### config.mk
export PLATFORM = sky130hd
export DESIGN_NAME = wl_csr_regs
export DESIGN_NICKNAME = d
export VERILOG_FILES = /design/src/wl_pkg.sv /design/src/wl_csr_regs.sv
export VERILOG_INCLUDE_DIRS = /design/src /design/src/include
export SDC_FILE = /design/constraint.sdc
export NUM_CORES = 1
export LEC_CHECK = 0
export BUFFER_PORTS_ARGS = -buffer_cell sky130_fd_sc_hd__buf_4
export CAP_MARGIN = 20
export CELL_PAD_IN_SITES_DETAIL_PLACEMENT = 2
export CELL_PAD_IN_SITES_GLOBAL_PLACEMENT = 2
export CORE_ASPECT_RATIO = 0.5
export CORE_UTILIZATION = 34
export CTS_CLUSTER_DIAMETER = 40
export DETAILED_ROUTE_END_ITERATION = 10
export PLACE_DENSITY_LB_ADDON = 0.1
export SYNTH_ARGS = -nofsm -noshare
export SYNTH_HDL_FRONTEND = slang
export SYNTH_SLANG_ARGS = --single-unit
### constraint.sdc
create_clock -name clk_i -period 1.4 [get_ports clk_i]
set_input_delay 0.28 -clock clk_i [delete_from_list [all_inputs] [get_ports clk_i]]
set_output_delay 0.28 -clock clk_i [all_outputs]
set_load 0.1 [all_outputs]
### src/include/wl_macros.svh
// Address map and sizing for the memory subsystem
// Host regions, memory depths and control register indices

`ifndef WL_MACROS_SVH
`define WL_MACROS_SVH

//////////////////////////////////////////////////////////////////////
// Host address map
//////////////////////////////////////////////////////////////////////

`define WL_INSTR_BASE 32'h0000_1000
`define WL_DATA_BASE 32'h0000_2000
`define WL_CSR_BASE 32'h0000_3000

// Every region is this size and aligned to its base
`define WL_REGION_BYTES 32'd1024

//////////////////////////////////////////////////////////////////////
// Memory depths and register indices
//////////////////////////////////////////////////////////////////////

`define WL_INSTR_WORDS 256
`define WL_DATA_WORDS 256

// Control register word indices
`define WL_CSR_EOC_IDX 0
`define WL_CSR_SCRATCH_IDX 1

`endif

### src/wl_pkg.sv
// Shared types for the memory subsystem
// Word and index vectors plus the decoded host target

package wl_pkg;

  //////////////////////////////////////////////////////////////////////
  // Vector types
  //////////////////////////////////////////////////////////////////////

  // Byte address on the host and fetch ports
  typedef logic [31:0] wl_addr_t;

  // Data and instruction word
  typedef logic [31:0] wl_data_t;

  // Word index into the instruction memory (256 words)
  typedef logic [7:0] wl_iidx_t;

  // Word index into the data memory (256 words)
  typedef logic [7:0] wl_didx_t;

  //////////////////////////////////////////////////////////////////////
  // Host target select
  //////////////////////////////////////////////////////////////////////

  typedef enum logic [1:0] {
    target_instr,
    target_data,
    target_csr,
    // Address outside every region
    target_none
  } wl_target_e;

endpackage

### src/wl_csr_regs.sv
// Control registers
// End-of-computation value and a scratch word, one-cycle response

`include "wl_macros.svh"

module wl_csr_regs (
  input  logic             clk_i,
  input  logic             reset_i,
  input  logic             req_i,
  input  logic             we_i,
  input  logic [1:0]       idx_i,
  input  wl_pkg::wl_data_t wdata_i,
  output logic             rsp_valid_o,
  output wl_pkg::wl_data_t rdata_o,
  output wl_pkg::wl_data_t eoc_o
);

  import wl_pkg::*;

  wl_data_t eoc_q;
  wl_data_t scratch_q;
  wl_data_t rdata_q;
  logic     rsp_valid_q;

  // Register writes; other indices are ignored
  always_ff @(posedge clk_i) begin
    if (reset_i) begin
      eoc_q       <= '0;
      scratch_q   <= '0;
      rsp_valid_q <= 1'b0;
    end else begin
      rsp_valid_q <= req_i;
      if (req_i && we_i) begin
        case (idx_i)
          `WL_CSR_EOC_IDX:     eoc_q     <= wdata_i;
          `WL_CSR_SCRATCH_IDX: scratch_q <= wdata_i;
          default:             ;
        endcase
      end
    end
  end

  // Read data, zero for writes and unused indices
  always_ff @(posedge clk_i) begin
    if (req_i) begin
      if (we_i) begin
        rdata_q <= '0;
      end else begin
        case (idx_i)
          `WL_CSR_EOC_IDX:     rdata_q <= eoc_q;
          `WL_CSR_SCRATCH_IDX: rdata_q <= scratch_q;
          default:             rdata_q <= '0;
        endcase
      end
    end
  end

  assign rsp_valid_o = rsp_valid_q;
  assign rdata_o     = rdata_q;
  assign eoc_o       = eoc_q;

endmodule

==> impl_metrics.yaml <==
grt:
  grt.overflow.total: 0
  grt_usage: 0.190
  grt_pass1_vias: 3336
  grt_pass1_wl_mm: 17.6
  grt_max_degree: 32
  antenna_found_initial: 0
detailed_routing:
  dr_wl_met2_mm: 5.64
  wl_per_cell_um: 18.1
  drt-total-wl_mm: 11.3
  drtIter0Drc: 115
  met3_length_um: 537
  via_count: 2962
  viasPerCell: 4.72
  drt.antenna.violating_nets: 0
  routed.top_layer: "met4"
  wl_met1_mm: 5.02
  drt_pass1_iterations: 4
  drc_errors: 0
critical_path:
  worst-path-buf-inv: 1
  worstPathArrival_ps: 1050
  path_max_fanout: 3
  critical_path.slowest_cell: "dfxtp_1"
  worst_setup_path_end_kind: "output port"
  worstPathCellList: "buf_4"
  slowest_delay_ps: 390
  reg2reg_slack_ps: 570
  start_kind: "flip-flop"
  worstSetupPathType: "flip-flop to output port"
  cp.required_ps: 1120
  timing.critical_path.max_delay_family: "flip-flops"
cells_and_area:
  syn_to_final_growth_pct: 30.2
  nets: 495
  diodes: 0
  instances_no_fill: 627
  post-route-util: 0.457
  drive_above_1_share: 0.292
  fill_cells: 1211
floorplan:
  die_width_um: 159
  die-area_um2: 12700
  row_count: 28
  num_io_pins: 103
  coreArea_um2: 11900
  die_y_um: 80.3
  initial_core_util: 0.351
sta:
  max_slew.worst_pin.slew_ps: 419
  slew_viol_final: 0
  fin_ws_ps: 66.2
  setup_viol_count_final: 0
  slew_headroom: 0.720
  rsz0062_at_grt: "false"
  clock_skew_ps: 9.64
  timing.hold.ws_ps: 224
  finalSetupTns_ps: 0
  hold_viol: 0
  min_period_ps: 1330
  max_freq_ghz: 0.750
  min_period_over_period: 0.953
placed_design:
  gp_congestion: 0.725
  port_buffers: 102
  place_inst: 611
  dpl.hpwl_mm: 8.10
  post-place-ws_ps: 63.3
yosys:
  syn_inst: 353
  synth-main-ff-cell: "dfxtp_1"
  ys_types: 15
  syn_area_um2: 4170
  synth-edff-count: 32
  ys_warn_count: 0
  synth-async-reset-ratio: 0
  synthesis.nets: 391
  syn_avg_cell_area_um2: 11.8
  synth_top_area_share: 0.312
  synth-seq-cells: 97
  synth_top_cell_by_area: "dfxtp_1"
  synth_common_cells: "96 x mux2i_1, 96 x nand2b_1, 65 x dfxtp_1"
  synth_area_leaders: "dfxtp_1 31%, mux2i_1 23%, edfxtp_1 23%"
  ys_seq_area_frac: 0.542
pwr:
  power-per-cell-area_nw_per_um2: 1160
  p_leak_nw: 2.36
  ir_worst_vdd_mv: 0.526
cts:
  cts_tree: "built"
  cts_buffer_depth: 2
  clk_latency_ps: 350
  cts.sinks: 97
  clk_pin_slew_worst_paths_ps: 70
  cts_resized: 0
  cts-htree-levels: 3
  hold_buffers: 0
  post_cts_buffers: 0
  clockRootBuffer: "clkbuf_16"
  numCtsBuffers: 9
worst_hold_path:
  hold_class: "input pin to flip-flop"
job:
  maxCapViolations: 0
run_status:
  outcome: "finished clean"
-- worst min-delay path: cells and delay by family --
family                 cells  cell delay [ps]
buffers and inverters      1               80
AND/OR/NAND/NOR            1               60
multiplexers               1              110
-- placed cells by master (no fill, tap or decap) --
master      instances
clkinv_2            1
nand4b_1            1
dfxtp_1            65
and4bb_2            1
edfxtp_1           32
clkbuf_8            1
clkinv_1            1
nor2_1             32
nor2b_1             1
mux2i_1            96
clkbuf_16           9
and4b_1             1
clkinv_4            2
clkinvlp_4          1
buf_4             115
buf_12              4
nand4bb_1           1
or2_1               1
nand2b_1           96
inv_6               1
-- cell families (layout without fill, tap and decap cells) --
family	Yosys count	after routing	share of synthesized area
buffers and inverters	26	135	0.0411
multiplexers	96	96	0.230
flip-flops	97	97	0.542
AND/OR/NAND/NOR	134	134	0.186
-- flip-flops by register name (all words and copies together), names as in the netlist --
register / cells
rdata_o: 32
rsp_valid_o: 1
scratch_q: 32
eoc_o: 32
-- final timing paths --
kind	from	endpoint	cells after the start
max	eoc_o[26]$_SDFFE_PP0P_	eoc_o[26]	1
min	wdata_i[14]	eoc_o[14]$_SDFFE_PP0P_	3
max reg2reg	eoc_o[1]$_SDFFE_PP0P_	rdata_o[1]$_SDFFCE_PP0P_	2
min reg2reg	scratch_q[7]$_SDFFE_PP0P_	scratch_q[7]$_SDFFE_PP0P_	2
-- cell type report --
cell class | instances | area (µm²) | area share
clock buffer | 10 | 239 | 0.0440
tap | 165 | 206 | 0.0380
multi-input combinational | 230 | 1740 | 0.320
timing repair buffer | 119 | 943 | 0.174
sequential | 97 | 2260 | 0.417
clock inverter | 6 | 42.5 | 0.00783
-- power breakdown --
part | switching, mW | internal, mW
combinational | 0.657 | 0.290
clock | 1.10 | 1.26
sequential | 0.0440 | 2.98
total | 1.80 | 4.52
-- routing by layer --
| layer | vias up | GRT usage |
|---|---|---|
| met3 | 12 | 0.0513 |
| met1 | 1494 | 0.224 |
| met2 | 66 | 0.337 |
| li1 | 1390 | - |
| met4 | 0 | 0.0587 |
| met5 | - | 0 |
-- per-stage QoR --
stage / instance area [µm²] / power, mW
5_1_grt: 5430 / 6.56
3_5_place_dp: 5150 / 4.04
4_1_cts: 5430 / 6.40
6_report: 5430 / 6.32
3_3_place_gp: 5150 / 4.01
2_1_floorplan: 4170 / 3.74
Power figures use the tool's default switching activity.
