## src/include/wl_macros.svh

```systemverilog
// Address map and sizing for the memory subsystem
// Host regions, memory depths and control register indices

`ifndef WL_MACROS_SVH
`define WL_MACROS_SVH

//////////////////////////////////////////////////////////////////////
// Host address map
//////////////////////////////////////////////////////////////////////

`define WL_INSTR_BASE 32'h0000_1000
`define WL_DATA_BASE 32'h0000_2000
`define WL_CSR_BASE 32'h0000_3000

// Every region is this size and aligned to its base
`define WL_REGION_BYTES 32'd1024

//////////////////////////////////////////////////////////////////////
// Memory depths and register indices
//////////////////////////////////////////////////////////////////////

`define WL_INSTR_WORDS 256
`define WL_DATA_WORDS 256

// Control register word indices
`define WL_CSR_EOC_IDX 0
`define WL_CSR_SCRATCH_IDX 1

`endif

```

## src/wl_pkg.sv

```systemverilog
// Shared types for the memory subsystem
// Word and index vectors plus the decoded host target

package wl_pkg;

  //////////////////////////////////////////////////////////////////////
  // Vector types
  //////////////////////////////////////////////////////////////////////

  // Byte address on the host and fetch ports
  typedef logic [31:0] wl_addr_t;

  // Data and instruction word
  typedef logic [31:0] wl_data_t;

  // Word index into the instruction memory (256 words)
  typedef logic [7:0] wl_iidx_t;

  // Word index into the data memory (256 words)
  typedef logic [7:0] wl_didx_t;

  //////////////////////////////////////////////////////////////////////
  // Host target select
  //////////////////////////////////////////////////////////////////////

  typedef enum logic [1:0] {
    target_instr,
    target_data,
    target_csr,
    // Address outside every region
    target_none
  } wl_target_e;

endpackage

```

## src/wl_host_decode.sv

```systemverilog
// Host address decoder
// Steers each host request to one target with a region-relative index,
// answers unmapped addresses itself and merges the target responses

`include "wl_macros.svh"

module wl_host_decode (
  input  logic             clk_i,
  input  logic             reset_i,
  // Host request
  input  logic             host_req_i,
  input  logic             host_we_i,
  input  wl_pkg::wl_addr_t host_addr_i,
  input  wl_pkg::wl_data_t host_wdata_i,
  // Target responses
  input  logic             ir_rsp_valid_i,
  input  wl_pkg::wl_data_t ir_rdata_i,
  input  logic             iw_ack_i,
  input  logic             dm_rsp_valid_i,
  input  wl_pkg::wl_data_t dm_rdata_i,
  input  logic             cr_rsp_valid_i,
  input  wl_pkg::wl_data_t cr_rdata_i,
  // Host response
  output logic             host_rsp_valid_o,
  output wl_pkg::wl_data_t host_rdata_o,
  output logic             host_err_o,
  // Target requests
  output logic             ir_req_o,
  output logic             iw_req_o,
  output wl_pkg::wl_iidx_t idx_o,
  output logic             dm_req_o,
  output logic             dm_we_o,
  output logic             cr_req_o,
  output logic             cr_we_o,
  output wl_pkg::wl_data_t wdata_o,
  output wl_pkg::wl_didx_t dm_idx_o,
  output logic [1:0]       cr_idx_o
);

  import wl_pkg::*;

  wl_target_e target;
  wl_addr_t   region;
  wl_addr_t   offset;
  logic       err_q;

  //////////////////////////////////////////////////////////////////////
  // Region match and offset remap
  //////////////////////////////////////////////////////////////////////

  always_comb begin
    region = host_addr_i & ~(`WL_REGION_BYTES - 32'd1);
    offset = host_addr_i & (`WL_REGION_BYTES - 32'd1);
    if (region == `WL_INSTR_BASE) begin
      target = target_instr;
    end else if (region == `WL_DATA_BASE) begin
      target = target_data;
    end else if (region == `WL_CSR_BASE) begin
      target = target_csr;
    end else begin
      target = target_none;
    end
  end

  // Instruction reads go through the arbiter, writes straight to memory
  assign ir_req_o = host_req_i && (target == target_instr) && !host_we_i;
  assign iw_req_o = host_req_i && (target == target_instr) && host_we_i;
  assign dm_req_o = host_req_i && (target == target_data);
  assign cr_req_o = host_req_i && (target == target_csr);

  assign dm_we_o  = host_we_i;
  assign cr_we_o  = host_we_i;
  assign wdata_o  = host_wdata_i;

  // Word index sits in bits 9:2 of the offset
  assign idx_o    = offset[9:2];
  assign dm_idx_o = offset[9:2];
  assign cr_idx_o = offset[3:2];

  //////////////////////////////////////////////////////////////////////
  // Response merge
  //////////////////////////////////////////////////////////////////////

  // Unmapped access answered here one cycle later
  always_ff @(posedge clk_i) begin
    if (reset_i) begin
      err_q <= 1'b0;
    end else begin
      err_q <= host_req_i && (target == target_none);
    end
  end

  assign host_rsp_valid_o = ir_rsp_valid_i | iw_ack_i | dm_rsp_valid_i |
                            cr_rsp_valid_i | err_q;
  assign host_err_o = err_q;

  // Only one request is ever in flight, so at most one strobe is high
  always_comb begin
    if (ir_rsp_valid_i) begin
      host_rdata_o = ir_rdata_i;
    end else if (dm_rsp_valid_i) begin
      host_rdata_o = dm_rdata_i;
    end else if (cr_rsp_valid_i) begin
      host_rdata_o = cr_rdata_i;
    end else begin
      host_rdata_o = '0;
    end
  end

endmodule

```

## config.mk

```make
export PLATFORM = sky130hd
export DESIGN_NAME = wl_host_decode
export DESIGN_NICKNAME = d
export VERILOG_FILES = /design/src/wl_pkg.sv /design/src/wl_host_decode.sv
export VERILOG_INCLUDE_DIRS = /design/src /design/src/include
export SDC_FILE = /design/constraint.sdc
export NUM_CORES = 1
export LEC_CHECK = 0
export ABC_AREA = 1
export BUFFER_PORTS_ARGS = -buffer_cell sky130_fd_sc_hd__buf_2
export CAP_MARGIN = 20
export CORE_AREA = 3 3 98 100
export CTS_CLUSTER_DIAMETER = 200
export CTS_CLUSTER_SIZE = 8
export DETAILED_ROUTE_END_ITERATION = 6
export DIE_AREA = 0 0 101 103
export GPL_TIMING_DRIVEN = 0
export SKIP_CTS_REPAIR_TIMING = 1
export SLEW_MARGIN = 20
export SYNTH_ARGS = -nofsm -noshare
export SYNTH_HDL_FRONTEND = slang
export SYNTH_SLANG_ARGS = --single-unit
```

## constraint.sdc

```tcl
create_clock -name clk_i -period 1.1 [get_ports clk_i]
set_input_delay 0.22 -clock clk_i [delete_from_list [all_inputs] [get_ports clk_i]]
set_output_delay 0.22 -clock clk_i [all_outputs]
set_load 0.005 [all_outputs]
```

==> results of run 1 <==
-- routing by layer --
layer,GRT usage,vias up
met2,0.254,145
met3,0.0156,0
met1,0.123,1107
li1,-,1268
met4,0,0
met5,0,-
-- area by class of cell --
type / instances / area (sq um) / share of cell area
well taps: 108 / 135 / 0.0413
flip-flops and latches: 1 / 20.0 / 0.00611
plain buffers: 70 / 633 / 0.193
multi-input cells: 195 / 1160 / 0.354
inverters: 5 / 18.8 / 0.00573
repair buffers: 222 / 1310 / 0.400
-- cells by family after synthesis --
group	after synthesis	synth area share
compound gates	65	0.236
buf+inv	75	0.382
flops	1	0.0145
simple gates	130	0.368
-- final timing paths --
kind / startpoint / end / slack, ns / cells after the start
max: host_addr_i[27] / iw_req_o / -0.18 / 6
min: reset_i / host_err_o / 0.46 / 4
-- cells in the final DEF, fill, tap and decap left out, drive strengths merged --
cell,Yosys,layout
dfxtp,1,1
or2,1,1
buf,65,280
a21oi,32,32
clkbuf,5,12
nor2,48,48
nand2,73,73
nor3,4,4
nand3,4,4
inv,5,5
o21ai,33,33
-- power by group through the flow --
stage          Sequential, mW  Clock (mW)  Combinational [mW]
2_1_floorplan          0.0401           0               0.435
3_3_place_gp           0.0398           0               0.903
3_5_place_dp           0.0398           0               0.910
4_1_cts                0.0399           0               0.915
5_1_grt                0.0411           0                1.31
6_report               0.0409           0                1.19
-- critical path, delay by kind of cell --
| kind | cells | cell delay [ns] |
|---|---|---|
| simple gates | 4 | 0.62 |
| buf+inv | 2 | 0.21 |
-- stage by stage --
step	util	setup TNS, ns
after floorplan	-	0
after global placement	0.294	-5.41
after detailed placement	0.294	-5.55
after CTS	0.294	-5.66
after global routing	0.374	-2.96
final	0.374	-1.30
==> metrics, run 1 <==
Critical Path Max Stage Delay 0.22 ns; Final min period 1.28 ns; Leak 1.79 nW; first-pass GRT wire length 9.98 mm; Die W 101 microns; Site Rows 34; Critical Path AT 1.06 ns; DRC Markers 0; ratio of cells with drive above 1 in the final layout 0.728; Post-DP Area 2580 sq um; crit path kind in -> out; Setup crit start kind primary input; gr usage total 0.117; Detailed Place HPWL 6.27 mm; vias in the first global route 2162; Slew Limit Headroom 0.833; Fillers 957; Gate Count Post-Synth 271; design area 3270 sq um; synthesized area 1380 sq um; worst setup margin -0.182 ns; Clock power frac 0; Worst Hold Class in -> reg; most frequent cell after synthesis nand2_1; WL met3 762 microns; Setup violations, final 32; Place WS -0.231 ns; io pins 258; Sw Pwr 0.504 mW; largest cells by area after synthesis buf_4 (30%), nand2_1 (20%), nor2_1 (13%); Nets 663; vias post-DR 2520; DR vias/cell 4.19; die area 10400 sq um; unrepaired setup endpoints after global routing yes; remaining global-route overflow 0; Post-DRT Antenna Nets 0; fin crit share 1.17; Seq pwr share 0.033; TritonRoute pass-1 iters 4; Worst VDD drop 0.186 mV; GPL Wtd Cong 0.717; Fmax achieved 780 MHz; ANT cells 0; wl on met1 2.82 mm; number of port buffers 212; met2 wire len 4.49 mm; Most used DFF post-synth dfxtp_1; total power 1.24 mW; Critical Path End Type output port; CTS clk-pin slew, worst paths 0 ns; Worst Tran Pin Value 0.251 ns; PwrDens 377 nW/um^2; crit path max fanout 4; Cell Count, Final, Fillers Out 601; Slowest cell on crit path or2_1; Routed WL per cell 13.4 microns; hold_ws 0.459 ns; final WL 8.07 mm; Synth warnings 0; Logic pwr share 0.967; initial DRC count 30; core footprint 8760 sq um; Worst Path Required 0.88 ns; crit-path cells buf_6, or2_1, nor2_2, nand3_2, nor3_2, buf_2; Starting Density 0.158; initial antenna violation count 0; FFs w/ async S/R, synth 0; Mapped Nets 439; Die Ht 103 microns; Max Cap Viol 0; max reg flops 1; Area growth, synth to finish 137%; failing checks negative setup slack; DR top layer met3; Max Slew Vio Count 0; Seq/Total Area, Yosys 0.0145; Synth cell types 16; post-synthesis register bit count 1; Syn Area/Cell 5.10 sq um; Sw Ratio 0.408; outcome finished, violations left; pin count of the biggest net entering global routing 11; Pint 0.732 mW; Post-synth EDFFs 0; top cell type's share of synthesized area 0.304; final hold vios 0; Placed Cells 591; top post-synthesis cells by count nand2_1 (73), buf_4 (56), nor2_1 (47); biggest area consumer among synthesized cells buf_4
Power figures use the tool's default switching activity.
==> run 2, diff against run 1 <==
CELL_PAD_IN_SITES_DETAIL_PLACEMENT = 0   (was not set)
CELL_PAD_IN_SITES_GLOBAL_PLACEMENT = 2   (was not set)
CORE_AREA = not set   (was 3 3 98 100)
CORE_ASPECT_RATIO = 1.75   (was not set)
CORE_MARGIN = 3   (was not set)
CORE_UTILIZATION = 10   (was not set)
DIE_AREA = not set   (was 0 0 101 103)
PLACE_DENSITY_LB_ADDON = 0.1   (was not set)
TNS_END_PERCENT = 50   (was not set)
clock period = 1.6 ns   (was 1.1 ns; I/O delays follow)
==> metrics, run 2 (synthesis gave the netlist of run 1 again) <==
Worst Path Required 1.28 ns (+0.40 ns); worst setup margin 0.0774 ns (+0.259 ns); Leak 1.54 nW (-14%); DRC Markers 0 (unchanged); PwrDens 242 nW/um^2 (-36%); Fmax achieved 657 MHz; Detailed Place HPWL 7.32 mm (+17%); Worst VDD drop 0.0853 mV (-54%); Setup violations, final 0 (-100%); HP Start reset_i; Final min period 1.52 ns; final hold vios 0 (unchanged); first-pass GRT wire length 11.6 mm (+16%); unrepaired setup endpoints after global routing yes; number of port buffers 212 (unchanged); Slew Limit Headroom 0.669 (-0.164); design area 2680 sq um (-18%); Area growth, synth to finish 94.0%; Critical Path End Type output port; outcome finished clean; Nets 653 (-1.5%); Fillers 1648 (+72%); Site Rows 56 (+65%); ratio of cells with drive above 1 in the final layout 0.590 (-0.138); Post-DP Area 2660 sq um (+3.2%); Core Util, Final 0.199 (-0.174); Die W 94.8 microns (-6.1%); Critical Path AT 1.20 ns (+0.14 ns); vias post-DR 2368 (-6.0%); TritonRoute pass-1 iters 4 (unchanged); die area 15300 sq um (+47%); crit path kind in -> out; initial DRC count 24 (-20%); Routed WL per cell 12.5 microns (-6.9%); Place WS -0.0106 ns (+0.221 ns); Starting Density 0.103 (-0.0549); fin crit share 0.952; Max Cap Viol 0 (unchanged); Die Ht 161 microns (+57%); Worst Hold Class in -> reg; remaining global-route overflow 0 (unchanged); Max Slew Vio Count 0 (unchanged); Post-DRT Antenna Nets 0 (unchanged); area of the multi-input gates 848 sq um (-27%); commonest non-fill, non-tap cell in the layout buf_2; final setup TNS 0 ns (+1.30 ns); GPL Wtd Cong 0.687 (-4.2%); io pins 258 (unchanged); Seq. cell area 20.0 sq um (unchanged); pin count of the biggest net entering global routing 11 (unchanged); Worst Tran Pin Value 0.496 ns (+0.246 ns); initial antenna violation count 0 (unchanged); final WL 8.22 mm (+1.8%); gr usage total 0.0937 (-0.0228); CTS clk-pin slew, worst paths 0 ns (unchanged); most frequent cells in the layout buf_2 (216), nand2_1 (73), buf_4 (56); max reg flops 1 (unchanged); DR vias/cell 3.60 (-14%); core footprint 13500 sq um (+54%); Worst Setup SP host_addr_i[27]; vias in the first global route 2359 (+9.1%); crit path max fanout 4 (unchanged); Setup crit start kind primary input; hold_ws 0.560 ns (+0.102 ns); ANT cells 0 (unchanged)
run 2: changes by cell type in the layout (fill, tap and decap cells not counted), sizes merged:
cell,change
buf,-4
clkbuf,-6
run 2: worst max-delay path: stages:
cell and delay, ns:
buf_2 0.09, or2_1 0.22, nor2_2 0.14, nand3_2 0.14
nor3_2 0.14, buf_2 0.14
run 2: layout make-up:
class | instances | share of cell area
well taps | 174 | 0.0812
inverters | 5 | 0.00700
repair buffers | 212 | 0.396
multi-input cells | 195 | 0.317
plain buffers | 70 | 0.192
flip-flops and latches | 1 | 0.00747
run 2: worst paths after layout:
path | end | slack [ns] | depth (start not counted)
max | cr_req_o | 0.08 | 6
min | host_err_o | 0.56 | 4
run 2: layer usage:
metal	part of all wire	vias up	track usage
li1	-	1237	-
met1	0.31	996	0.0882
met2	0.58	135	0.202
met3	0.11	0	0.0247
met4	0	0	0
met5	0	-	0
run 2: power by group:
part	switching, mW	leakage, nW	total (mW)	internal (mW)
logic	0.266	1.53	0.622	0.356
clock network	0	0	0	0
registers	0.000660	0.00834	0.0275	0.0268
run 2: metrics by stage:
stage,cells,total power [mW]
2_1_floorplan,271,0.327
3_3_place_gp,657,0.666
3_5_place_dp,657,0.666
4_1_cts,657,0.668
5_1_grt,657,0.730
6_report,657,0.650
