File: src/include/wl_macros.svh
// Address map and sizing for the memory subsystem
// Host regions, memory depths and control register indices

`ifndef WL_MACROS_SVH
`define WL_MACROS_SVH

//////////////////////////////////////////////////////////////////////
// Host address map
//////////////////////////////////////////////////////////////////////

`define WL_INSTR_BASE 32'h0000_1000
`define WL_DATA_BASE 32'h0000_2000
`define WL_CSR_BASE 32'h0000_3000

// Every region is this size and aligned to its base
`define WL_REGION_BYTES 32'd1024

//////////////////////////////////////////////////////////////////////
// Memory depths and register indices
//////////////////////////////////////////////////////////////////////

`define WL_INSTR_WORDS 256
`define WL_DATA_WORDS 256

// Control register word indices
`define WL_CSR_EOC_IDX 0
`define WL_CSR_SCRATCH_IDX 1

`endif

File: src/wl_pkg.sv
// Shared types for the memory subsystem
// Word and index vectors plus the decoded host target

package wl_pkg;

  //////////////////////////////////////////////////////////////////////
  // Vector types
  //////////////////////////////////////////////////////////////////////

  // Byte address on the host and fetch ports
  typedef logic [31:0] wl_addr_t;

  // Data and instruction word
  typedef logic [31:0] wl_data_t;

  // Word index into the instruction memory (256 words)
  typedef logic [7:0] wl_iidx_t;

  // Word index into the data memory (256 words)
  typedef logic [7:0] wl_didx_t;

  //////////////////////////////////////////////////////////////////////
  // Host target select
  //////////////////////////////////////////////////////////////////////

  typedef enum logic [1:0] {
    target_instr,
    target_data,
    target_csr,
    // Address outside every region
    target_none
  } wl_target_e;

endpackage

File: src/wl_instr_arbiter.sv
// Instruction memory read arbiter
// Fetch always wins; a losing host read waits in a one-entry slot
// until the first cycle without a fetch

module wl_instr_arbiter (
  input  logic             clk_i,
  input  logic             reset_i,
  // Fetch side
  input  logic             fetch_valid_i,
  input  wl_pkg::wl_addr_t fetch_addr_i,
  // Host read side
  input  logic             host_req_i,
  input  wl_pkg::wl_iidx_t host_idx_i,
  // Memory read port
  input  wl_pkg::wl_data_t mem_rdata_i,
  output wl_pkg::wl_data_t fetch_data_o,
  output logic             host_rsp_valid_o,
  output wl_pkg::wl_data_t host_rdata_o,
  output logic             mem_re_o,
  output wl_pkg::wl_iidx_t mem_idx_o
);

  import wl_pkg::*;

  logic     pend_q;
  wl_iidx_t pend_idx_q;
  logic     host_gnt_q;

  logic     host_want;
  wl_iidx_t host_idx;
  logic     host_gnt;

  // New request and pending slot never coexist
  assign host_want = host_req_i | pend_q;
  assign host_idx  = pend_q ? pend_idx_q : host_idx_i;
  assign host_gnt  = host_want && !fetch_valid_i;

  assign mem_re_o  = fetch_valid_i | host_gnt;
  assign mem_idx_o = fetch_valid_i ? fetch_addr_i[9:2] : host_idx;

  //////////////////////////////////////////////////////////////////////
  // Pending slot and grant owner
  //////////////////////////////////////////////////////////////////////

  always_ff @(posedge clk_i) begin
    if (reset_i) begin
      pend_q     <= 1'b0;
      host_gnt_q <= 1'b0;
    end else begin
      host_gnt_q <= host_gnt;
      if (host_want && fetch_valid_i) begin
        pend_q <= 1'b1;
      end else if (host_gnt) begin
        pend_q <= 1'b0;
      end
    end
  end

  // Capture the index of a host read that lost to a fetch
  always_ff @(posedge clk_i) begin
    if (host_req_i && fetch_valid_i) begin
      pend_idx_q <= host_idx_i;
    end
  end

  // Steer read data by last cycle's winner
  assign host_rsp_valid_o = host_gnt_q;
  assign host_rdata_o     = host_gnt_q ? mem_rdata_i : '0;
  assign fetch_data_o     = host_gnt_q ? '0 : mem_rdata_i;

endmodule

File: config.mk
export PLATFORM = sky130hd
export DESIGN_NAME = wl_instr_arbiter
export DESIGN_NICKNAME = d
export VERILOG_FILES = /design/src/include/wl_macros.svh /design/src/wl_pkg.sv /design/src/wl_instr_arbiter.sv
export SDC_FILE = /design/constraint.sdc
export NUM_CORES = 1
export LEC_CHECK = 0
export ABC_AREA = 1
export BUFFER_PORTS_ARGS = -buffer_cell sky130_fd_sc_hd__buf_4
export CORE_MARGIN = 1.5
export CORE_UTILIZATION = 28
export CTS_BUF_LIST = sky130_fd_sc_hd__clkbuf_4 sky130_fd_sc_hd__clkbuf_8
export CTS_CLUSTER_SIZE = 10
export DETAILED_ROUTE_END_ITERATION = 16
export HOLD_SLACK_MARGIN = 0.02
export PLACE_DENSITY_LB_ADDON = 0.08
export SKIP_CTS_REPAIR_TIMING = 1
export SYNTH_ARGS = -nofsm -noshare
export SYNTH_HDL_FRONTEND = slang
export SYNTH_SLANG_ARGS = --single-unit
File: constraint.sdc
create_clock -name clk_i -period 1 [get_ports clk_i]
set_clock_uncertainty 0.15 [all_clocks]
set_input_delay 0.2 -clock clk_i [delete_from_list [all_inputs] [get_ports clk_i]]
set_output_delay 0.2 -clock clk_i [all_outputs]
set_load 0.05 [all_outputs]
==> flow_summary.yaml, run 1 <==
run_status:
  failed_checks: "negative hold slack, negative setup slack"
  run_status: "complete, but fails checks"
route:
  routed_via_density: 4.153
  first_pass_iters: 4
  wl_per_cell_um: 12.04
  drcViolationCount: 0
  ant_nets: 0
  vias: 1661
  drtIter0Drc: 43
  finalWirelength_um: 4817
sta:
  setup_tns_ns: -34.71
  fin_crit_sh_pct: 160.6
  layout_min_cycle_time_ns: 1.606
  relSlewSlack_pct: 73.84
  final_max_slew_viol_count: 0
  tightestPinTransition_ns: 0.3918
  rsz0062_at_grt: "yes"
  hold_viol_final: 6
  setup_slack_ns: -0.6059
  timing.fmax_mhz: 622.7
  hold_ws_ns: -0.01324
  setup_viol: 76
floorplan:
  die_x_um: 65.92
  fp.dieH_um: 65.92
  dieArea_um2: 4345
  fp-row-count: 22
  core_um2: 3744
  initial_core_util_pct: 29.61
  ios: 150
logic_synthesis:
  synth-seq-cells: 10
  yosys_warnings: 0
  seq_area_frac_synth_pct: 25.28
  synth.avg_cell_area_um2: 5.254
  syn-cell-area_um2: 1109
  synth_top_area_cell: "inv_1"
  syn_inst: 211
  ys_types: 10
  synth_top_area_share_pct: 27.43
  synth.top_cells.by_area: "inv_1 27%, nand2_1 22%, edfxtp_1 22%, nor2_1 11%, buf_6 8.1%"
  synthesis.nets: 287
worst_hold_path:
  hp-class: "in2reg"
  hold_path_end: "pend_q"
  worst_hold_startpoint: "reset_i"
  holdPathStages: 2
global_route:
  track_usage_pct: 16.24
  grt-ovfl-total: 0
  grt_start_max_net_pins: 15
  grt_pass1_wl_um: 5720
  antenna_found_initial: 0
  grt_pass1_vias: 1317
cts:
  cts_htree_levels: 1
  cts_tree: "done"
  cts-buffers-inserted: 3
  path_clk_slew_ns: 0.04
  cts.sinks: 10
  cts_max_path_buffers: 2
  clock_latency_ns: 0.23
  cts_root_buf: "clkbuf_8"
final_layout:
  layout_commonest_cell: "buf_4"
  syn_to_final_growth_pct: 195.4
  drive_gt1_share_pct: 81.53
  multi_input_area_um2: 997.2
  antennaDiodeCount: 0
  nets: 429
  design_area_um2: 3274
  layout_common_cells: "95 x buf_4, 48 x inv_1, 39 x nand2_2, 33 x nor2_4, 32 x clkinvlp_4"
  regArea_um2: 287.8
  fillers: 205
worst_setup_path:
  crit_required_ns: 0.65
  ff2ff_path_depth: 4
  crit_arrival_ns: 1.26
  end_kind: "output pin"
  worstSetupStartpointType: "flop"
  reg2reg_slack_ns: -0.02
  critPathKind: "reg2out"
  r2r_start: "pend_q"
  r2r_end: "host_rsp_valid_o"
  cp_max_fo: 11
pwr:
  pwr-share-clk_pct: 16.9
  internal_power_mw: 1.482
  swShare_pct: 45.71
  leakagePower_nw: 1.586
  power_frac_seq_pct: 18.1
  p_per_area_nw_per_um2: 833.6
  ir_worst_vdd_mv: 0.9451
  p_comb_share_pct: 65.0
  power_switching_mw: 1.248
place:
  io_buffers: 125
  dp_hpwl_um: 3159
  place_congestion: 0.6748
  placed_area_um2: 2710
flow_run:
  maxCapViolations: 0
-- power by group through the flow --
| stage | logic (mW) | registers (mW) | clock network (mW) |
|---|---|---|---|
| global placement | 1.51 | 0.500 | 0 |
| CTS | 1.52 | 0.494 | 0.467 |
| floorplan | 1.05 | 0.499 | 0 |
| finish | 1.77 | 0.495 | 0.461 |
| global route | 1.85 | 0.498 | 0.495 |
| detailed placement | 1.52 | 0.501 | 0 |
-- metrics by stage --
| stage | utilization [%] | worst slack [ns] | power (mW) | instances |
|---|---|---|---|---|
| final | 87.47 | -0.6059 | 2.730 | 400 |
| after global routing | 87.47 | -0.6564 | 2.848 | 400 |
| after CTS | 73.70 | -0.6313 | 2.483 | 392 |
| after detailed placement | 72.39 | -0.3779 | 2.022 | 388 |
| after global placement | 72.39 | -0.3710 | 2.010 | 388 |
| after floorplan | - | -0.3429 | 1.547 | 211 |
-- routing by layer --
layer / GRT usage, % / wire length [um] / vias to the layer above
met5: 0 / 0 / -
met2: 30.68 / 2798 / 67
met4: 3.125 / 30 / 0
met1: 18.84 / 1670 / 745
li1: - / - / 845
met3: 3.066 / 318 / 4
-- worst max path at each step --
stage / slack (ns) / cells past startpoint / startpoint / endpoint
after floorplan: -0.34 / 4 / host_rsp_valid_o / host_rdata_o[10]
after global placement: -0.37 / 4 / host_rsp_valid_o / host_rdata_o[16]
after detailed placement: -0.38 / 4 / host_rsp_valid_o / host_rdata_o[10]
after CTS: -0.63 / 4 / host_rsp_valid_o / host_rdata_o[10]
after global routing: -0.66 / 4 / host_rsp_valid_o / host_rdata_o[21]
final: -0.61 / 4 / host_rsp_valid_o / host_rdata_o[21]
-- sequential cells by signal, summed over array words and instances, names as in the netlist --
| register | count |
|---|---|
| host_rsp_valid_o | 1 |
| pend_idx_q | 8 |
| pend_q | 1 |
-- cell type report --
class / count / area share (%)
Timing Repair Buffer: 146 / 44.02
Inverter: 83 / 13.41
Sequential cell: 10 / 8.789
Tap cell: 48 / 1.834
Multi-Input combinational cell: 109 / 30.45
Clock buffer: 4 / 1.490
-- worst max-delay path, cell delays in order, from the launching register on --
cell,delay [ns]
dfxtp_4,0.42
buf_6,0.22
nand2_2,0.10
clkinvlp_4,0.09
buf_4,0.19
-- cells by family after synthesis --
logic type,synth area share (%)
flip-flops,25.28
buffers and inverters,36.68
AND/OR/NAND/NOR,38.04
-- synth_stat cells --
cell and count:
buf_6 8, edfxtp_1 8, buf_2 1, inv_2 2, nand3_1 8, nor2_1 33, inv_1 81, dfxtp_1 2
nand2_1 66, nor3_1 2
(Power assumes the default switching activity.)
==> inputs of run 2 (changes only) <==
--- a/config.mk
+++ b/config.mk
@@ -5,10 +5,9 @@
 export SDC_FILE = /design/constraint.sdc
 export NUM_CORES = 1
 export LEC_CHECK = 0
-export ABC_AREA = 1
 export BUFFER_PORTS_ARGS = -buffer_cell sky130_fd_sc_hd__buf_4
 export CORE_MARGIN = 1.5
-export CORE_UTILIZATION = 28
+export CORE_UTILIZATION = 26
 export CTS_BUF_LIST = sky130_fd_sc_hd__clkbuf_4 sky130_fd_sc_hd__clkbuf_8
 export CTS_CLUSTER_SIZE = 10
 export DETAILED_ROUTE_END_ITERATION = 16
==> flow_summary.yaml, run 2 <==
run_status:
  run_status: "complete, but fails checks"
  failed_checks: "negative hold slack, negative setup slack"
logic_synthesis:
  ys.flop_type: "edfxtp_1"
  synth.avg_cell_area_um2: 8.127
  synth_top_area_share_pct: 26.16
  synthesis.nets: 189
  seq_area_frac_synth_pct: 30.52
  synth_top_area_cell: "edfxtp_1"
  synth.top_cells.by_area: "edfxtp_1 26%, and2_1 22%, nor2b_1 22%, mux2i_1 8.7%, dfxtp_1 4.4%"
  synth_edf_count: 8
  yosys_warnings: 0
  syn_inst: 113
  synthArstFlopShare_pct: 0
  synth_common_cells: "33 x and2_1, 32 x nor2b_1"
  synth-seq-cells: 10
  synth.most_common_cell: "and2_1"
  ys_types: 15
  syn-cell-area_um2: 918.4
cts:
  cts_root_buf: "clkbuf_4"
  cts_htree_levels: 1
  cts.sinks: 10
  path_clk_slew_ns: 0.06
  cts_max_path_buffers: 2
  cts_tree: "done"
  cts-buffers-inserted: 3
  clock_latency_ns: 0.28
worst_setup_path:
  end_kind: "output pin"
  crit_path_max_incr_delay_ns: 0.37
  critPathKind: "reg2out"
  crit_family: "flip-flops"
  cp.buffers_inverters: 2
  crit_required_ns: 0.65
  r2r_end: "pend_q"
  crit_slowest_cell: "dfxtp_4"
  r2r_start: "pend_q"
  crit_arrival_ns: 1.33
  path_cells: "buf_12 -> mux2i_2 -> o21ai_4 -> buf_4"
  reg2reg_slack_ns: 0
  worstSetupStartpointType: "flop"
  cp_max_fo: 5
  ff2ff_path_depth: 3
global_route:
  grt_pass1_wl_um: 5782
  grt_busiest_layer: "met2"
  grt_use_met1_pct: 19.21
  grt_pass1_vias: 1237
  grt_util_met2_pct: 35.75
  antenna_found_initial: 0
  track_usage_pct: 18.24
  grtUsageMet3_pct: 4.144
  grt-ovfl-total: 0
  grt_start_max_net_pins: 22
route:
  ant_nets: 0
  wl_per_cell_um: 19.81
  finalWirelength_um: 6101
  first_pass_iters: 4
  drcViolationCount: 0
  drtIter0Drc: 62
  routed_via_density: 4.734
  vias: 1458
floorplan:
  dieArea_um2: 3898
  fp-row-count: 21
  ios: 150
  fp.dieH_um: 62.43
  initial_core_util_pct: 27.31
  core_um2: 3363
  die_x_um: 62.43
final_layout:
  layout_commonest_cell: "buf_4"
  antennaDiodeCount: 0
  layoutNonFillerInstCount: 308
  layout_common_cells: "62 x buf_4, 41 x buf_6, 37 x buf_8, 33 x and2_4, 31 x nor2b_4"
  largest-register: "pend_idx_q"
  syn_to_final_growth_pct: 242.6
  fillers: 101
  nets: 339
  fin_util_pct: 93.56
  design_area_um2: 3147
  largest_reg_flops: 8
  drive_gt1_share_pct: 89.31
pwr:
  p_comb_share_pct: 67.9
  internal_power_mw: 1.482
  leakagePower_nw: 1.516
  swShare_pct: 44.15
  pwr-share-clk_pct: 13.0
  total_power_mw: 2.653
  p_per_area_nw_per_um2: 843.0
  ir_worst_vdd_mv: 1.101
  power_switching_mw: 1.171
  power_frac_seq_pct: 19.1
sta:
  relSlewSlack_pct: 84.28
  hold_ws_ns: -0.06897
  timing.fmax_mhz: 595.9
  final_max_slew_viol_count: 0
  fin_crit_sh_pct: 167.8
  tightestPinTransition_ns: 0.2293
  rsz0062_at_grt: "yes"
  setup_slack_ns: -0.6780
  hold_viol_final: 2
  setup_viol: 81
  layout_min_cycle_time_ns: 1.678
flow_run:
  maxCapViolations: 0
worst_hold_path:
  hp-class: "in2reg"
  holdPathStages: 2
  hold_path_end: "pend_q"
  worst_hold_startpoint: "reset_i"
place:
  dp.cells: 293
  place_congestion: 0.6966
  placed_area_um2: 2447
  io_buffers: 125
  dp_hpwl_um: 3179
==> run 2: changes by cell type after synthesis, moves of 32 or more <==
cell / previous run / this run
nand2_1: 66 / 8
nor2_1: 33 / 1
inv_1: 81 / 0
and2_1: 0 / 33
nor2b_1: 0 / 32
==> run 2: per-layer routing <==
layer | vias up | wire length [um]
met2 | 86 | 3369
met4 | 0 | 112
met3 | 9 | 394
li1 | 658 | -
met1 | 705 | 2225
met5 | - | 0
==> run 2: cell families (layout without fill, tap and decap cells) <==
| family | after synthesis | after routing | synth area share (%) |
|---|---|---|---|
| simple gates | 77 | 77 | 50.00 |
| buf+inv | 10 | 159 | 6.403 |
| flops | 10 | 10 | 30.52 |
| compound gates | 8 | 8 | 4.360 |
| mux | 8 | 8 | 8.720 |
==> run 2: worst max-delay path by stage <==
stage | startpoint | to | slack (ns) | depth (start not counted)
after floorplan | host_rsp_valid_o | fetch_data_o[10] | -0.35 | 3
after global routing | pend_q | mem_idx_o[7] | -0.71 | 4
after global placement | pend_q | mem_idx_o[7] | -0.57 | 3
after CTS | pend_q | mem_idx_o[2] | -0.93 | 3
final | pend_q | mem_idx_o[7] | -0.68 | 4
after detailed placement | pend_q | mem_idx_o[2] | -0.62 | 3
==> run 2: metrics by stage <==
step | worst slack [ns] | setup TNS, ns
2_1_floorplan | -0.3530 | -24.18
6_report | -0.6780 | -42.41
3_3_place_gp | -0.5749 | -20.70
3_5_place_dp | -0.6172 | -21.46
5_1_grt | -0.7075 | -44.09
4_1_cts | -0.9306 | -44.29
==> run 2: cell type report <==
type / count / area (um^2) / area share [%]
timing repair buffer: 155 / 1708 / 54.27
multi-input combinational: 93 / 1064 / 33.80
sequential: 10 / 287.8 / 9.145
tap: 46 / 57.56 / 1.829
clock buffer: 4 / 30.03 / 0.9543
==> run 2: worst reg2reg max path, delay by kind of cell (launching register included) <==
kind                   cells  cell delay, ns
DFF                        1            0.37
buffers and inverters      1            0.14
and+or+nand+nor            2            0.26
==> run 2: power by group through the flow <==
stage                     clock, mW  combinational, mW  sequential, mW
final                         0.345               1.80           0.506
after global routing          0.351               1.85           0.508
after CTS                     0.348               1.46           0.498
after detailed placement          0               1.46           0.506
after global placement            0               1.44           0.506
after floorplan                   0              0.998           0.499
==> inputs of run 3 (changes only) <==
--- a/config.mk
+++ b/config.mk
@@ -13,6 +13,7 @@
 export DETAILED_ROUTE_END_ITERATION = 16
 export HOLD_SLACK_MARGIN = 0.02
 export PLACE_DENSITY_LB_ADDON = 0.08
+export RECOVER_POWER = 100
 export SKIP_CTS_REPAIR_TIMING = 1
 export SYNTH_ARGS = -nofsm -noshare
 export SYNTH_HDL_FRONTEND = slang
==> flow_summary.yaml, run 3 (synthesis results as in run 2) <==
run_status:
  run_status: "complete, but fails checks"
  failed_checks: "negative hold slack, negative setup slack"
route:
  drtIter0Drc: 49
  routed_via_density: 4.705
  first_pass_iters: 4
  vias: 1449
  drcViolationCount: 0
  finalWirelength_um: 6116
  ant_nets: 0
  wl_per_cell_um: 19.86
global_route:
  antenna_found_initial: 0
  grtUsageMet3_pct: 4.144
  grt_start_max_net_pins: 22
  grt_busiest_layer: "met2"
  grt_use_met1_pct: 19.21
  grt_pass1_wl_um: 5782
  grt_pass1_vias: 1237
  track_usage_pct: 18.24
  grt-ovfl-total: 0
  grt_util_met2_pct: 35.75
floorplan:
  die_x_um: 62.43
  dieArea_um2: 3898
  fp-row-count: 21
  initial_core_util_pct: 27.31
  fp.dieH_um: 62.43
  ios: 150
  core_um2: 3363
worst_setup_path:
  crit_arrival_ns: 1.33
  ff2ff_path_depth: 3
  cp_max_fo: 5
  end_kind: "output pin"
  crit_start: "pend_q"
  worstSetupStartpointType: "flop"
  crit_required_ns: 0.65
  critPathKind: "reg2out"
  r2r_start: "pend_q"
worst_hold_path:
  worst_hold_startpoint: "reset_i"
  holdPathStages: 2
  hp-class: "in2reg"
cts:
  cts-buffers-inserted: 3
  cts_tree: "done"
  cts_htree_levels: 1
  cts.sinks: 10
  cts_max_path_buffers: 2
  path_clk_slew_ns: 0.07
  cts_root_buf: "clkbuf_4"
  clock_latency_ns: 0.28
sta:
  fin_crit_sh_pct: 167.8
  layout_min_cycle_time_ns: 1.678
  hold_ws_ns: -0.06794
  rsz0062_at_grt: "yes"
  setup_slack_ns: -0.6778
  final_max_slew_viol_count: 0
  hold_viol_final: 2
  tightestPinTransition_ns: 0.2328
  timing.fmax_mhz: 596.0
  setup_viol: 80
  relSlewSlack_pct: 84.03
flow_run:
  maxCapViolations: 0
place:
  io_buffers: 125
  place_ws_ns: -0.6172
  dp_hpwl_um: 3179
  dp.cells: 293
  place_congestion: 0.6966
pwr:
  internal_power_mw: 1.477
  power_frac_seq_pct: 19.1
  p_per_area_nw_per_um2: 843.7
  swShare_pct: 44.23
  p_comb_share_pct: 67.8
  ir_worst_vdd_mv: 1.094
  pwr-share-clk_pct: 13.0
  power_switching_mw: 1.171
  leakagePower_nw: 1.512
final_layout:
  largest_reg_flops: 8
  syn_to_final_growth_pct: 241.7
  layout_common_cells: "58 x buf_4, 41 x buf_6, 37 x buf_8, 32 x and2_4, 31 x nor2b_4"
  layout_commonest_cell: "buf_4"
  largest-register: "pend_idx_q"
  antennaDiodeCount: 0
  layoutNonFillerInstCount: 308
  nets: 339
  drive_gt1_share_pct: 89.31
==> run 3: final cells by class <==
cell class | count | area [um^2]
sequential | 10 | 287.8
clock buffer | 4 | 30.03
tap | 46 | 57.56
multi-input combinational | 93 | 1062
timing repair buffer | 155 | 1700
fill | 103 | 225.2
==> run 3: per-layer routing <==
metal / up-vias / routed length (um)
met1: 704 / 2222
li1: 656 / -
met2: 80 / 3391
met4: 0 / 112
met3: 9 / 390
met5: - / 0
==> run 3: stage by stage <==
| stage | utilization (%) | cell area (um^2) | setup TNS, ns | hold WS [ns] | power (mW) |
|---|---|---|---|---|---|
| 6_report | 93.30 | 3138 | -42.57 | -0.06794 | 2.647 |
| 5_1_grt | 93.30 | 3138 | -44.09 | -0.05878 | 2.705 |
| 4_1_cts | 73.66 | 2477 | -44.29 | -0.08652 | 2.309 |
| 3_5_place_dp | 72.77 | 2447 | -21.46 | 0.2188 | 1.968 |
| 3_3_place_gp | 72.77 | 2447 | -20.70 | 0.2205 | 1.943 |
| 2_1_floorplan | - | 1404 | -24.18 | 0.1171 | 1.497 |
==> run 3: path summary, 6_finish.rpt <==
check / slack [ns] / endpoint
max: -0.68 / mem_idx_o[7]
min: -0.07 / host_rsp_valid_o
max reg2reg: -0.01 / pend_q
min reg2reg: 0.61 / host_rsp_valid_o
==> run 3: worst max-delay path, stage by stage, from the launching register on <==
cell	delay (ns)
dfxtp_4	0.37
buf_12	0.14
mux2i_2	0.28
o21ai_4	0.06
buf_4	0.19
==> run 3: power groups by stage <==
stage                     clock (mW)  combinational (mW)  sequential, mW
final                          0.345                1.80           0.507
after global routing           0.351                1.85           0.508
after CTS                      0.348                1.46           0.498
after detailed placement           0                1.46           0.506
after global placement             0                1.44           0.506
after floorplan                    0               0.998           0.499
